[src/common/nocPkg.sv]
`default_nettype none

package nocPkg;

	// router geometry
	localparam int NUM_PORTS = 5;
	localparam int COORD_W = 4;
	localparam int FLIT_W = 2 * COORD_W;

	// input FIFO depth, also the starting credit count of each output
	localparam int BUF_DEPTH = 4;
	localparam int PTR_W = $clog2(BUF_DEPTH);
	localparam int CREDIT_W = 3;

	// port index, doubles as the crossbar select code
	typedef enum logic [2:0] {
		North = 3'b000,
		South = 3'b001,
		East = 3'b010,
		West = 3'b011,
		Local = 3'b100
	} portE;

	// destination x in the upper nibble, y in the lower
	typedef struct packed {
		logic [COORD_W-1:0] destX;
		logic [COORD_W-1:0] destY;
	} flitT;

endpackage

`default_nettype wire

[src/common/outPortIf.sv]
`timescale 1ns/1ps
`default_nettype none

// control path between route logic and one output stage
interface outPortIf;

	nocPkg::portE select;
	logic enable;
	logic full;
	// one-hot, North in the MSB
	logic [nocPkg::NUM_PORTS-1:0] turn;

	modport route (
		output select,
		output enable,
		input full,
		input turn
	);

	modport stage (
		input select,
		input enable,
		output full,
		output turn
	);

endinterface

`default_nettype wire

[src/router/inputBuffer.sv]
`timescale 1ns/1ps
`default_nettype none

module inputBuffer (
	input wire logic clk,
	input wire logic reset_i,
	input wire nocPkg::flitT inData_i,
	input wire logic inValid_i,
	input wire logic remove_i,
	output nocPkg::flitT headFlit_o,
	output logic headValid_o,
	output logic creditOut_o
);

	nocPkg::flitT mem [nocPkg::BUF_DEPTH];
	logic [nocPkg::PTR_W-1:0] rdPtr;
	logic [nocPkg::PTR_W-1:0] wrPtr;
	logic [nocPkg::CREDIT_W-1:0] count;
	logic doPop;

	// upstream credits keep the FIFO from overflowing
	assign headValid_o = (count != '0);
	assign headFlit_o = mem[rdPtr];
	assign doPop = remove_i && headValid_o;

	// storage
	always_ff @(posedge clk) begin
		if (inValid_i) begin
			mem[wrPtr] <= inData_i;
		end
	end

	always_ff @(posedge clk) begin
		if (reset_i) begin
			rdPtr <= '0;
			wrPtr <= '0;
			count <= '0;
			creditOut_o <= 1'b0;
		end else begin
			if (inValid_i) begin
				wrPtr <= wrPtr + 1'b1;
			end
			if (doPop) begin
				rdPtr <= rdPtr + 1'b1;
			end
			case ({inValid_i, doPop})
				2'b10: count <= count + 1'b1;
				2'b01: count <= count - 1'b1;
				default: count <= count;
			endcase
			// one credit back upstream per popped flit
			creditOut_o <= doPop;
		end
	end

endmodule

`default_nettype wire

[src/router/routeLogic.sv]
`timescale 1ns/1ps
`default_nettype none

module routeLogic #(
	parameter int XCOORD = 0,
	parameter int YCOORD = 0
) (
	input wire nocPkg::flitT headFlit_i [nocPkg::NUM_PORTS],
	input wire logic [nocPkg::NUM_PORTS-1:0] headValid_i,
	output logic [nocPkg::NUM_PORTS-1:0] remove_o,
	outPortIf.route outPort [nocPkg::NUM_PORTS]
);

	logic [nocPkg::NUM_PORTS-1:0] outFull;
	logic [nocPkg::NUM_PORTS-1:0] outTurn [nocPkg::NUM_PORTS];
	logic [nocPkg::NUM_PORTS-1:0] outEnable;
	nocPkg::portE outSelect [nocPkg::NUM_PORTS];

	// y first, then x; larger y is South, larger x is East
	function automatic nocPkg::portE yFirstPort(input nocPkg::flitT f);
		nocPkg::portE dir;
		if (int'(f.destY) > YCOORD) begin
			dir = nocPkg::South;
		end else if (int'(f.destY) < YCOORD) begin
			dir = nocPkg::North;
		end else if (int'(f.destX) > XCOORD) begin
			dir = nocPkg::East;
		end else if (int'(f.destX) < XCOORD) begin
			dir = nocPkg::West;
		end else begin
			dir = nocPkg::Local;
		end
		return dir;
	endfunction

	// arrivals that break Y-first ordering, or turn back, are illegal
	function automatic logic isLegal(input nocPkg::portE from, input nocPkg::portE to);
		logic ok;
		case (from)
			nocPkg::North: ok = (to != nocPkg::North);
			nocPkg::South: ok = (to != nocPkg::South);
			// x-dimension traffic must already have matched y
			nocPkg::East: ok = (to == nocPkg::West) || (to == nocPkg::Local);
			nocPkg::West: ok = (to == nocPkg::East) || (to == nocPkg::Local);
			default: ok = (to != nocPkg::Local);
		endcase
		return ok;
	endfunction

	// per-output control signals gathered into vectors
	for (genvar o = 0; o < nocPkg::NUM_PORTS; o++) begin : genOut
		assign outFull[o] = outPort[o].full;
		assign outTurn[o] = outPort[o].turn;
		assign outPort[o].enable = outEnable[o];
		assign outPort[o].select = outSelect[o];
	end

	always_comb begin : routeComb
		nocPkg::portE want;
		nocPkg::portE from;
		outEnable = '0;
		remove_o = '0;
		want = nocPkg::North;
		from = nocPkg::North;
		for (int o = 0; o < nocPkg::NUM_PORTS; o++) begin
			outSelect[o] = nocPkg::North;
		end
		for (int i = 0; i < nocPkg::NUM_PORTS; i++) begin
			from = nocPkg::portE'(i);
			want = yFirstPort(headFlit_i[i]);
			if (headValid_i[i]) begin
				if (!isLegal(from, want)) begin
					// dropped flits still return their credit
					remove_o[i] = 1'b1;
				end else if (!outFull[want] && outTurn[want][nocPkg::NUM_PORTS-1-i]) begin
					// one-hot turn means at most one grant per output
					remove_o[i] = 1'b1;
					outEnable[want] = 1'b1;
					outSelect[want] = from;
				end
			end
		end
	end

endmodule

`default_nettype wire

[src/router/outputStage.sv]
`timescale 1ns/1ps
`default_nettype none

module outputStage (
	input wire logic clk,
	input wire logic reset_i,
	input wire nocPkg::flitT inFlits_i [nocPkg::NUM_PORTS],
	outPortIf.stage ctrl,
	input wire logic creditIn_i,
	output nocPkg::flitT outData_o,
	output logic outValid_o
);

	logic [nocPkg::CREDIT_W-1:0] credits;
	logic [nocPkg::NUM_PORTS-1:0] turnQ;
	nocPkg::flitT muxFlit;

	assign ctrl.full = (credits == '0);
	assign ctrl.turn = turnQ;

	// crossbar column
	always_comb begin
		case (ctrl.select)
			nocPkg::North: muxFlit = inFlits_i[nocPkg::North];
			nocPkg::South: muxFlit = inFlits_i[nocPkg::South];
			nocPkg::East: muxFlit = inFlits_i[nocPkg::East];
			nocPkg::West: muxFlit = inFlits_i[nocPkg::West];
			nocPkg::Local: muxFlit = inFlits_i[nocPkg::Local];
			default: muxFlit = inFlits_i[nocPkg::North];
		endcase
	end

	always_ff @(posedge clk) begin
		if (ctrl.enable) begin
			outData_o <= muxFlit;
		end
	end

	always_ff @(posedge clk) begin
		if (reset_i) begin
			outValid_o <= 1'b0;
			turnQ <= {1'b1, {(nocPkg::NUM_PORTS-1){1'b0}}};
			credits <= nocPkg::CREDIT_W'(nocPkg::BUF_DEPTH);
		end else begin
			outValid_o <= ctrl.enable;
			// N -> S -> E -> W -> L -> N, every cycle
			turnQ <= {turnQ[0], turnQ[nocPkg::NUM_PORTS-1:1]};
			// send and credit return may coincide
			case ({ctrl.enable, creditIn_i})
				2'b10: credits <= credits - 1'b1;
				2'b01: credits <= credits + 1'b1;
				default: credits <= credits;
			endcase
		end
	end

endmodule

`default_nettype wire

[src/design/meshRouter.sv]
`timescale 1ns/1ps
`default_nettype none

module meshRouter #(
	parameter int XCOORD = 0,
	parameter int YCOORD = 0
) (
	input wire logic clk,
	input wire logic reset_i,
	input wire logic [nocPkg::NUM_PORTS-1:0][nocPkg::FLIT_W-1:0] inData_i,
	input wire logic [nocPkg::NUM_PORTS-1:0] inValid_i,
	output logic [nocPkg::NUM_PORTS-1:0] creditOut_o,
	output logic [nocPkg::NUM_PORTS-1:0][nocPkg::FLIT_W-1:0] outData_o,
	output logic [nocPkg::NUM_PORTS-1:0] outValid_o,
	input wire logic [nocPkg::NUM_PORTS-1:0] creditIn_i
);

	// all vectors indexed by port number, North = 0
	nocPkg::flitT headFlit [nocPkg::NUM_PORTS];
	logic [nocPkg::NUM_PORTS-1:0] headValid;
	logic [nocPkg::NUM_PORTS-1:0] remove;

	outPortIf outPort [nocPkg::NUM_PORTS] ();

	for (genvar p = 0; p < nocPkg::NUM_PORTS; p++) begin : genPort
		inputBuffer uBuf (
			.clk(clk),
			.reset_i(reset_i),
			.inData_i(nocPkg::flitT'(inData_i[p])),
			.inValid_i(inValid_i[p]),
			.remove_i(remove[p]),
			.headFlit_o(headFlit[p]),
			.headValid_o(headValid[p]),
			.creditOut_o(creditOut_o[p])
		);

		outputStage uOut (
			.clk(clk),
			.reset_i(reset_i),
			.inFlits_i(headFlit),
			.ctrl(outPort[p]),
			.creditIn_i(creditIn_i[p]),
			.outData_o(outData_o[p]),
			.outValid_o(outValid_o[p])
		);
	end

	routeLogic #(
		.XCOORD(XCOORD),
		.YCOORD(YCOORD)
	) uRoute (
		.headFlit_i(headFlit),
		.headValid_i(headValid),
		.remove_o(remove),
		.outPort(outPort)
	);

endmodule

`default_nettype wire

[config.mk]
export PLATFORM = sky130hd
export DESIGN_NAME = meshRouter
export DESIGN_NICKNAME = d
export VERILOG_FILES = /design/src/common/nocPkg.sv /design/src/common/outPortIf.sv /design/src/router/inputBuffer.sv /design/src/router/routeLogic.sv /design/src/router/outputStage.sv /design/src/design/meshRouter.sv
export SDC_FILE = /design/constraint.sdc
export NUM_CORES = 1
export LEC_CHECK = 0
export BUFFER_PORTS_ARGS = -buffer_cell sky130_fd_sc_hd__buf_2
export CAP_MARGIN = 15
export CORE_ASPECT_RATIO = 1.4
export CORE_MARGIN = 2
export CORE_UTILIZATION = 59
export DETAILED_ROUTE_END_ITERATION = 8
export PLACE_DENSITY = 0.86
export RECOVER_POWER = 50
export SLEW_MARGIN = 20
export SYNTH_ARGS = -nofsm -noshare
export SYNTH_HDL_FRONTEND = slang
export SYNTH_SLANG_ARGS = --single-unit
[constraint.sdc]
create_clock -name clk -period 4.38 [get_ports clk]
set_clock_uncertainty 0.15 [all_clocks]
set_input_delay 0.438 -clock clk [delete_from_list [all_inputs] [get_ports clk]]
set_output_delay 0.438 -clock clk [all_outputs]
set_load 0.01 [all_outputs]
==> reports/metrics.cfg, run 1 <==
[run_status]
status=complete, but fails checks
violations=capacitance limit, slew limit

[timing]
tns_ns=0
rsz0062_at_grt=false
period_minus_slack_ns=3.935
maxSlewHeadroom_pct=-48.47
fin_worst_hold_slack_ns=0.07568
worst_slack_ns=0.4450
fmax_mhz=254.1
finalSetupViolCount=0
fin_crit_sh_pct=89.84
finalHoldViolCount=0
drv_slew=54
tightestPinTransition_ns=2.227

[flow_run]
cap_viol_max_count=1

[worst_setup_path]
worst_setup_path_start_kind=flip-flop
crit_fanout=12
path_buf_inv=2
critPathTopFamily=simple AND/OR/NAND/NOR gates
critical_path_class=reg -> reg
crit_arrival_ns=4.19
max_stage_delay_ns=0.67
cp_cell_sequence=buf_4 -> mux4_2 -> or4_4 -> o211ai_1 -> and3_1 -> ha_1 -> inv_1 -> fa_1 -> xor2_1 -> or3_1 -> a21oi_1
crit_slowest_cell=mux4_2
critPathCaptureType=flip-flop
worst_ep_required_time_ns=4.64

[global_routing]
grt_max_degree=54
grt_use_total_pct=19.55
overflow=0
grt_pass1_wl_um=30860
grt_pass1_vias=6354
grt_antenna_before_repair=0

[power_and_ir_drop]
p_clk_share_pct=32.3
vdd_drop_max_uv=398.8
sw_frac_of_total_pct=25.93
internal-power_uw=4947
powerDensity_nw_per_um2=515.3
power_frac_seq_pct=49.7
leakage_uw=0.004667
comb_power_share_pct=18.0
switching_power_uw=1732

[floorplan]
fp.dieH_um=166.3
num_io_pins=102
die-area_um2=19950
core_um2=18530
rows=59
initial_core_util_pct=59.94
die_w_um=120.0

[worst_hold_path]
hp-class=in -> reg
hp-start=inData_i[11]

[routing]
drcViolationCount=0
drt-initial-drc-count=407
viasPerCell=5.422
drt_wl_total_um=19130
wl_per_cell_um=16.93
firstDrtPassIters=6
num_vias=6127
drtAntennaViolNets=0

[placed_design]
pre_cts_ws_ns=0.3754
gp_congestion=0.7582
dpl.hpwl_um=13160
dp_cells=1053
io_buffers=99

[synthesis]
yosys.area.top_type=edfxtp_1
syn_area_per_cell_um2=15.49
ys_top_cells_by_count=edfxtp_1, dfxtp_1, nor2_1
yosysSeqAreaShare_pct=68.32
synth_top_area_share_pct=54.08
synth_area_leaders=edfxtp_1, dfxtp_1, mux4_2
synth_enable_flop_cells=200
synth_area_um2=11110
synth.most_common_cell=edfxtp_1
synth_ff_type=edfxtp_1
synth_cell_types=57
synth_seq_cells=279
async_reset_ff_share_pct=0
netlist_instances=717
ys_warn_count=0

[finish]
drive_gt1_share_pct=19.19
syn_to_final_growth_pct=16.72
fill_cells=1190
seq_area_um2=7587
stdcell_count=1130
diodes=0
multi_input_area_um2=3226
nets=956

[clocking]
cts_buffer_depth=3
cts.clk_slew.worst_paths_ns=0.07
clock_latency_ns=0.51
ctsResizeCount=0
cts-root-buf=clkbuf_16
cts_tree=built
cts_made_buffers=24
cts_sinks=279
cts_max_level=1

sequential cells by signal, indices dropped and copies added, names as in the netlist, named ones only:
name and flops:
genPort.uBuf.mem 160, genPort.uOut.outData_o 40, genPort.uBuf.count 15, genPort.uOut.ctrl.turn 15, genPort.uBuf.rdPtr 10, genPort.uBuf.wrPtr 10
genPort.uOut.credits 9, genPort.uBuf.creditOut_o 5, genPort.uOut.outValid_o 5
through the flow:
stage / total power, uW / instance area (um2) / utilization (%)
floorplan: 4239 / 11170 / -
global placement: 4484 / 11850 / 63.94
detailed placement: 4546 / 11850 / 63.94
CTS: 6730 / 13010 / 70.22
global route: 6993 / 12960 / 69.96
finish: 6679 / 12960 / 69.96
power by group through the flow:
stage               clock network, uW  logic, uW  registers [uW]
CTS                              2200       1210            3320
global placement                    0       1120            3360
floorplan                           0        898            3340
global route                     2310       1330            3350
finish                           2160       1200            3320
detailed placement                  0       1170            3380
final cells by class:
cell class                      count  share of cell area [%]
Sequential cell                   279                   58.53
Timing Repair Buffer              141                   6.467
Inverter                           46                   1.332
Multi-Input combinational cell    376                   24.88
Clock buffer                       30                   5.386
Tap cell                          244                   2.355
Clock inverter                     14                   1.042
path summary, 6_finish.rpt:
| path | to | slack (ns) | cells past startpoint |
|---|---|---|---|
| hold reg to reg | genPort[4].uOut.ctrl.turn[4] | 0.30 | 1 |
| setup / recovery | genPort[0].uBuf.count[2] | 0.44 | 11 |
| setup reg to reg | genPort[0].uBuf.count[2] | 0.44 | 11 |
| hold / removal | genPort[1].uBuf.mem[3][3] | 0.08 | 1 |
cell families after synthesis:
family          Yosys count  share of synthesized area (%)
flops                   279                          68.32
simple gates            193                          9.757
buf+inv                  79                          3.267
compound gates           52                          3.470
mux                      50                          8.427
fa+ha+maj                36                          4.597
xor+xnor                 27                          2.129
other cells               1                        0.03377
placed cells by master (no fill, tap or decap), drive strengths merged, types with 3 or more instances in the layout:
cell type,instances
edfxtp,200
dfxtp,79
clkbuf,72
buf,66
nor2,58
inv,48
dlygate4sd3,33
mux4,33
and2,30
ha,28
conb,18
nor4,18
xor2,17
nor2b,17
nand2,15
a21oi,14
or3,11
nor3,10
o21ai,10
xnor2,10
mux2,9
nand3b,8
mux2i,8
fa,8
clkinv,7
nand4,5
or2,5
nand3,5
o31ai,4
o31a,3
a21bo,3
or3b,3
clkinvlp,3
layer usage:
metal  track usage, %  part of all wire, %  wire length (um)
met1            22.38                   38              7187
met2            36.24                   55             10540
met3            2.919                  4.6               887
met4            7.775                  2.7               511
met5                0                    0                 0
what timing repair did:
item,4_1_cts,5_1_grt
setup buffers,0,0
setup endpoints to repair,0,0
endpoints found under the hold margin,128,0
hold buffers,33,0
Power figures use the tool's default switching activity.
==> run 2, diff against run 1 <==
- PLACE_DENSITY: 0.86 -> 0.8
==> reports/metrics.cfg, run 2 (synthesis gave the netlist of run 1 again) <==
[run_status]
status=complete, but fails checks
violations=capacitance limit, slew limit

[routing]
drcViolationCount=0
wl_met2_um=11310
met3_length_um=946
top_layer=met4
wl_per_cell_um=18.19
num_vias=6139
drt-initial-drc-count=368
viasPerCell=5.428
wl_met1_um=7721
drt_wl_total_um=20570
firstDrtPassIters=5
drtAntennaViolNets=0

[timing]
tns_ns=0
tightestPinTransition_ns=1.910
maxSlewHeadroom_pct=-27.36
finalSetupViolCount=0
fmax_mhz=252.1
finalHoldViolCount=0
worst_slack_ns=0.4133
drv_slew=47
rsz0062_at_grt=false
fin_crit_sh_pct=90.56
period_minus_slack_ns=3.967
fin_worst_hold_slack_ns=0.08167

[worst_setup_path]
critPathCaptureType=flip-flop
crit_fanout=8
cp-endpoint=genPort[2].uOut.credits[2]
crit_slowest_cell=mux4_2
cp_cell_sequence=mux4_2 -> nor4_1 -> nand3b_1 -> or3_1 -> nand3_2 -> nor2_1 -> ha_1 -> inv_1 -> fa_1 -> xor2_1 -> o21ai_0 -> or3b_2
crit_arrival_ns=4.22
worst_ep_required_time_ns=4.63
r2r_end=genPort[2].uOut.credits[2]
worst_setup_path_start_kind=flip-flop
reg2regPathDepth=12
critical_path_class=reg -> reg
max_stage_delay_ns=0.60
ff2ff_setup_slack_ns=0.41

[power_and_ir_drop]
internal-power_uw=5163
powerDensity_nw_per_um2=531.7
switching_power_uw=1768
comb_power_share_pct=17.6
leakage_uw=0.004690
sw_frac_of_total_pct=25.51
vdd_drop_max_uv=363.9
p_clk_share_pct=34.4
power_frac_seq_pct=48.0

[flow_run]
cap_viol_max_count=1

[global_routing]
overflow=0
grt_max_degree=47
grt_pass1_vias=6706
grt_antenna_before_repair=0
grt_use_total_pct=20.92
grt_pass1_wl_um=32890

[clocking]
cts-root-buf=clkbuf_16
cts_sinks=279
post_cts_buffers=0
cts_made_buffers=25
clock_latency_ns=0.52
cts_max_level=1
ctsResizeCount=0
cts_buffer_depth=3
cts_tree=built
cts.clk_slew.worst_paths_ns=0.06

[finish]
regMostFlops=genPort.uBuf.mem
syn_to_final_growth_pct=17.38
final_common_cell=edfxtp_1
diodes=0
layout_common_cells=edfxtp_1, dfxtp_1, nor2_1, buf_2, clkbuf_1
largest_reg_flops=160
reg_top3=genPort.uBuf.mem: 160 flops, genPort.uOut.outData_o: 40 flops
nets=956
drive_gt1_share_pct=18.49
stdcell_count=1131

[placed_design]
dpl.hpwl_um=14000
gp_congestion=0.7700
dp_cells=1051
pre_cts_ws_ns=0.2767
io_buffers=99

[floorplan]
num_io_pins=102
rows=59
die-area_um2=19950
die_w_um=120.0
core_um2=18530
fp.dieH_um=166.3
initial_core_util_pct=59.94

[worst_hold_path]
hp-class=in -> reg

[run 2: cell types whose count changed in the layout (fill, tap and decap cells not counted), sizes merged]
cell and change:
bufinv +4, clkbuf +4, clkinv -3, buf -2, clkinvlp -2, dlygate4sd3 +1, inv -1
[run 2: worst min path at each step]
stage | startpoint | end | cells after the start
2_1_floorplan | genPort[4].uOut.ctrl.turn[0] | genPort[4].uOut.ctrl.turn[4] | 1
3_3_place_gp | genPort[4].uOut.ctrl.turn[0] | genPort[4].uOut.ctrl.turn[4] | 1
3_5_place_dp | genPort[4].uOut.ctrl.turn[0] | genPort[4].uOut.ctrl.turn[4] | 1
4_1_cts | inData_i[24] | genPort[3].uBuf.mem[0][0] | 1
5_1_grt | inData_i[25] | genPort[3].uBuf.mem[1][1] | 1
6_report | inData_i[24] | genPort[3].uBuf.mem[0][0] | 1
[run 2: layer usage]
metal | vias to the layer above | global-route usage, %
li1 | 2901 | -
met1 | 3027 | 23.76
met2 | 167 | 39.58
met3 | 44 | 3.125
met4 | 0 | 7.059
met5 | - | 0
[run 2: critical path: cells and delay by family (launching register included)]
family	cells	cell delay (ns)
flip-flops	1	0.55
AND/OR/NAND/NOR	6	1.49
XOR/XNOR	1	0.19
adder cells (fa/ha/maj)	2	0.63
multiplexers	1	0.60
buffers and inverters	1	0.08
AO/OA/AOI/OAI	1	0.16
[run 2: through the flow]
stage	instance area [um2]	util, %	total power, uW
finish	13040	70.36	6931
global route	13040	70.36	7237
CTS	13090	70.62	6982
detailed placement	11830	63.86	4562
global placement	11830	63.86	4456
floorplan	11170	-	4239
[run 2: timing repair]
item | in CTS | in global routing
setup endpoints to repair | 0 | 0
endpoints found under the hold margin | 133 | 0
hold buffers | 34 | 0
[run 2: cell type report]
class / count / area (um2)
sequential: 279 / 7587
fill: 1204 / 5493
multi-input combinational: 376 / 3226
timing repair buffer: 140 / 833.3
clock buffer: 34 / 699.4
tap: 244 / 305.3
clock inverter: 12 / 212.7
inverter: 46 / 172.7
[run 2: power groups by stage]
stage          Combinational, uW  Sequential [uW]  Clock (uW)
4_1_cts                     1240             3330        2420
3_5_place_dp                1180             3380           0
3_3_place_gp                1100             3360           0
6_report                    1220             3330        2380
2_1_floorplan                898             3340           0
5_1_grt                     1340             3360        2540
==> run 3, diff against run 2 <==
- BUFFER_PORTS_ARGS: -buffer_cell sky130_fd_sc_hd__buf_2 -> -buffer_cell sky130_fd_sc_hd__buf_4
- CORE_UTILIZATION: 59 -> 61
- CTS_BUF_LIST: unset -> sky130_fd_sc_hd__clkbuf_4 sky130_fd_sc_hd__clkbuf_8
- PLACE_DENSITY: 0.8 -> 0.83
==> reports/metrics.cfg, run 3 (synthesis gave the netlist of run 1 again) <==
[power_and_ir_drop]
internal-power_uw=5120
vdd_drop_max_uv=391.8
leakage_uw=0.004821
sw_frac_of_total_pct=26.21
p_clk_share_pct=33.6
powerDensity_nw_per_um2=522.4
switching_power_uw=1818
comb_power_share_pct=18.1
power_frac_seq_pct=48.3

[timing]
maxSlewHeadroom_pct=-109.5
rsz0062_at_grt=false
finalHoldViolCount=0
tns_ns=0
finalSetupViolCount=0
tightestPinTransition_ns=3.143
fin_crit_sh_pct=92.02
fmax_mhz=248.1
drv_slew=74
period_minus_slack_ns=4.031

[worst_setup_path]
critical_path_class=reg -> reg
critPathCaptureType=flip-flop
crit_slowest_cell=mux4_1
crit_arrival_ns=4.30
max_stage_delay_ns=0.78
cp_cell_sequence=mux4_1 -> or4_4 -> o211ai_1 -> and3_1 -> ha_1 -> inv_1 -> fa_1 -> xor2_1 -> or3_1 -> a21oi_1
crit_fanout=10
worst_ep_required_time_ns=4.65
worst_setup_path_start_kind=flip-flop
ff2ff_setup_slack_ns=0.35

[routing]
drcViolationCount=0
drt-initial-drc-count=506
firstDrtPassIters=4
num_vias=6319
drt_wl_total_um=21010
viasPerCell=5.424
wl_per_cell_um=18.03
drtAntennaViolNets=0

[global_routing]
grt_pass1_vias=6884
grt_pass1_wl_um=33580
overflow=0
grt_use_total_pct=22.30
grt_antenna_before_repair=0
grt_max_degree=74

[finish]
regMostFlops=genPort.uBuf.mem
diodes=0
fill_cells=1103
syn_to_final_growth_pct=19.58
drive_gt1_share_pct=21.08
final_common_cell=edfxtp_1
reg_top3=genPort.uBuf.mem: 160 flops, genPort.uOut.outData_o: 40 flops
final_util_pct=74.09
stdcell_count=1165
largest_reg_flops=160
nets=979
layout_common_cells=edfxtp_1, dfxtp_1, buf_4, nor2_1, clkbuf_8

[floorplan]
num_io_pins=102
initial_core_util_pct=61.96
die-area_um2=19320
rows=58
fp.dieH_um=163.7
core_um2=17920
die_w_um=118.0

[clocking]
cts_buffer_depth=3
cts_tree=built
clock_latency_ns=0.54
cts-root-buf=clkbuf_8
cts_sinks=279
cts_made_buffers=42
cts_max_level=2
cts.clk_slew.worst_paths_ns=0.06

[placed_design]
dp_cells=1047
dpl.hpwl_um=14640
io_buffers=99
gp_congestion=0.8128

[run_status]
violations=capacitance limit, slew limit
status=complete, but fails checks

[flow_run]
cap_viol_max_count=1

[worst_hold_path]
hp-class=in -> reg

-- run 3: changes by cell type in the layout (fill, tap and decap cells not counted), moves of 9 or more --
cell	delta
buf_4	+59
buf_2	-58
clkbuf_4	+9
clkbuf_8	+51
clkbuf_16	-25
-- run 3: final timing paths --
path	depth (start not counted)	to	start
setup reg to reg	10	genPort[0].uBuf.count[2]	flip-flop
setup / recovery	10	genPort[0].uBuf.count[2]	flip-flop
hold / removal	3	genPort[1].uBuf.wrPtr[1]	inValid_i[1]
hold reg to reg	1	genPort[4].uOut.ctrl.turn[4]	genPort[4].uOut.ctrl.turn[0]
-- run 3: power groups by stage --
stage / Clock, uW / Sequential (uW) / Combinational, uW
finish: 2330 / 3350 / 1260
CTS: 2370 / 3350 / 1270
detailed placement: 0 / 3400 / 1230
floorplan: 0 / 3340 / 898
global placement: 0 / 3370 / 1140
global route: 2500 / 3380 / 1380
-- run 3: layer usage --
layer  track usage, %  share of wire [%]  vias to the layer above
li1                 -                  -                     2967
met1            23.91                 36                     3121
met2            42.44                 55                      178
met3            4.504                5.2                       53
met4            9.584                3.1                        0
met5                0                  0                        -
-- run 3: final cells by class --
class                      instances  area (um2)  area share, %
clock inverter                    14       133.9          1.008
timing repair buffer             146        1042          7.848
inverter                          46       172.7          1.300
clock buffer                      64       824.5          6.209
sequential                       279        7587          57.13
tap                              240       300.3          2.261
multi-input combinational        376        3219          24.24
-- run 3: timing repair --
item	4_1_cts	5_1_grt
hold buffers	40	0
endpoints found under the setup margin	0	0
endpoints found under the hold margin	160	0
resized for setup	0	0
buffers inserted	0	0
-- run 3: critical path, delay by kind of cell (launching register included) --
family	cells	cell delay (ns)
AO/OA/AOI/OAI	2	0.33
XOR/XNOR	1	0.18
adder cells (fa/ha/maj)	2	0.68
buffers and inverters	1	0.07
flip-flops	1	0.65
multiplexers	1	0.78
AND/OR/NAND/NOR	3	1.07
-- run 3: metrics by stage --
stage | hold slack [ns] | setup WS, ns | power (uW) | instance area (um2)
6_report | 0.05254 | 0.3493 | 6938 | 13280
5_1_grt | 0.05832 | 0.1068 | 7259 | 13280
4_1_cts | 0.03129 | 0.3483 | 6991 | 13430
3_5_place_dp | 0.2515 | 0.3599 | 4637 | 12080
3_3_place_gp | 0.2508 | 0.5211 | 4516 | 12080
2_1_floorplan | 0.2425 | 0.7323 | 4239 | 11170
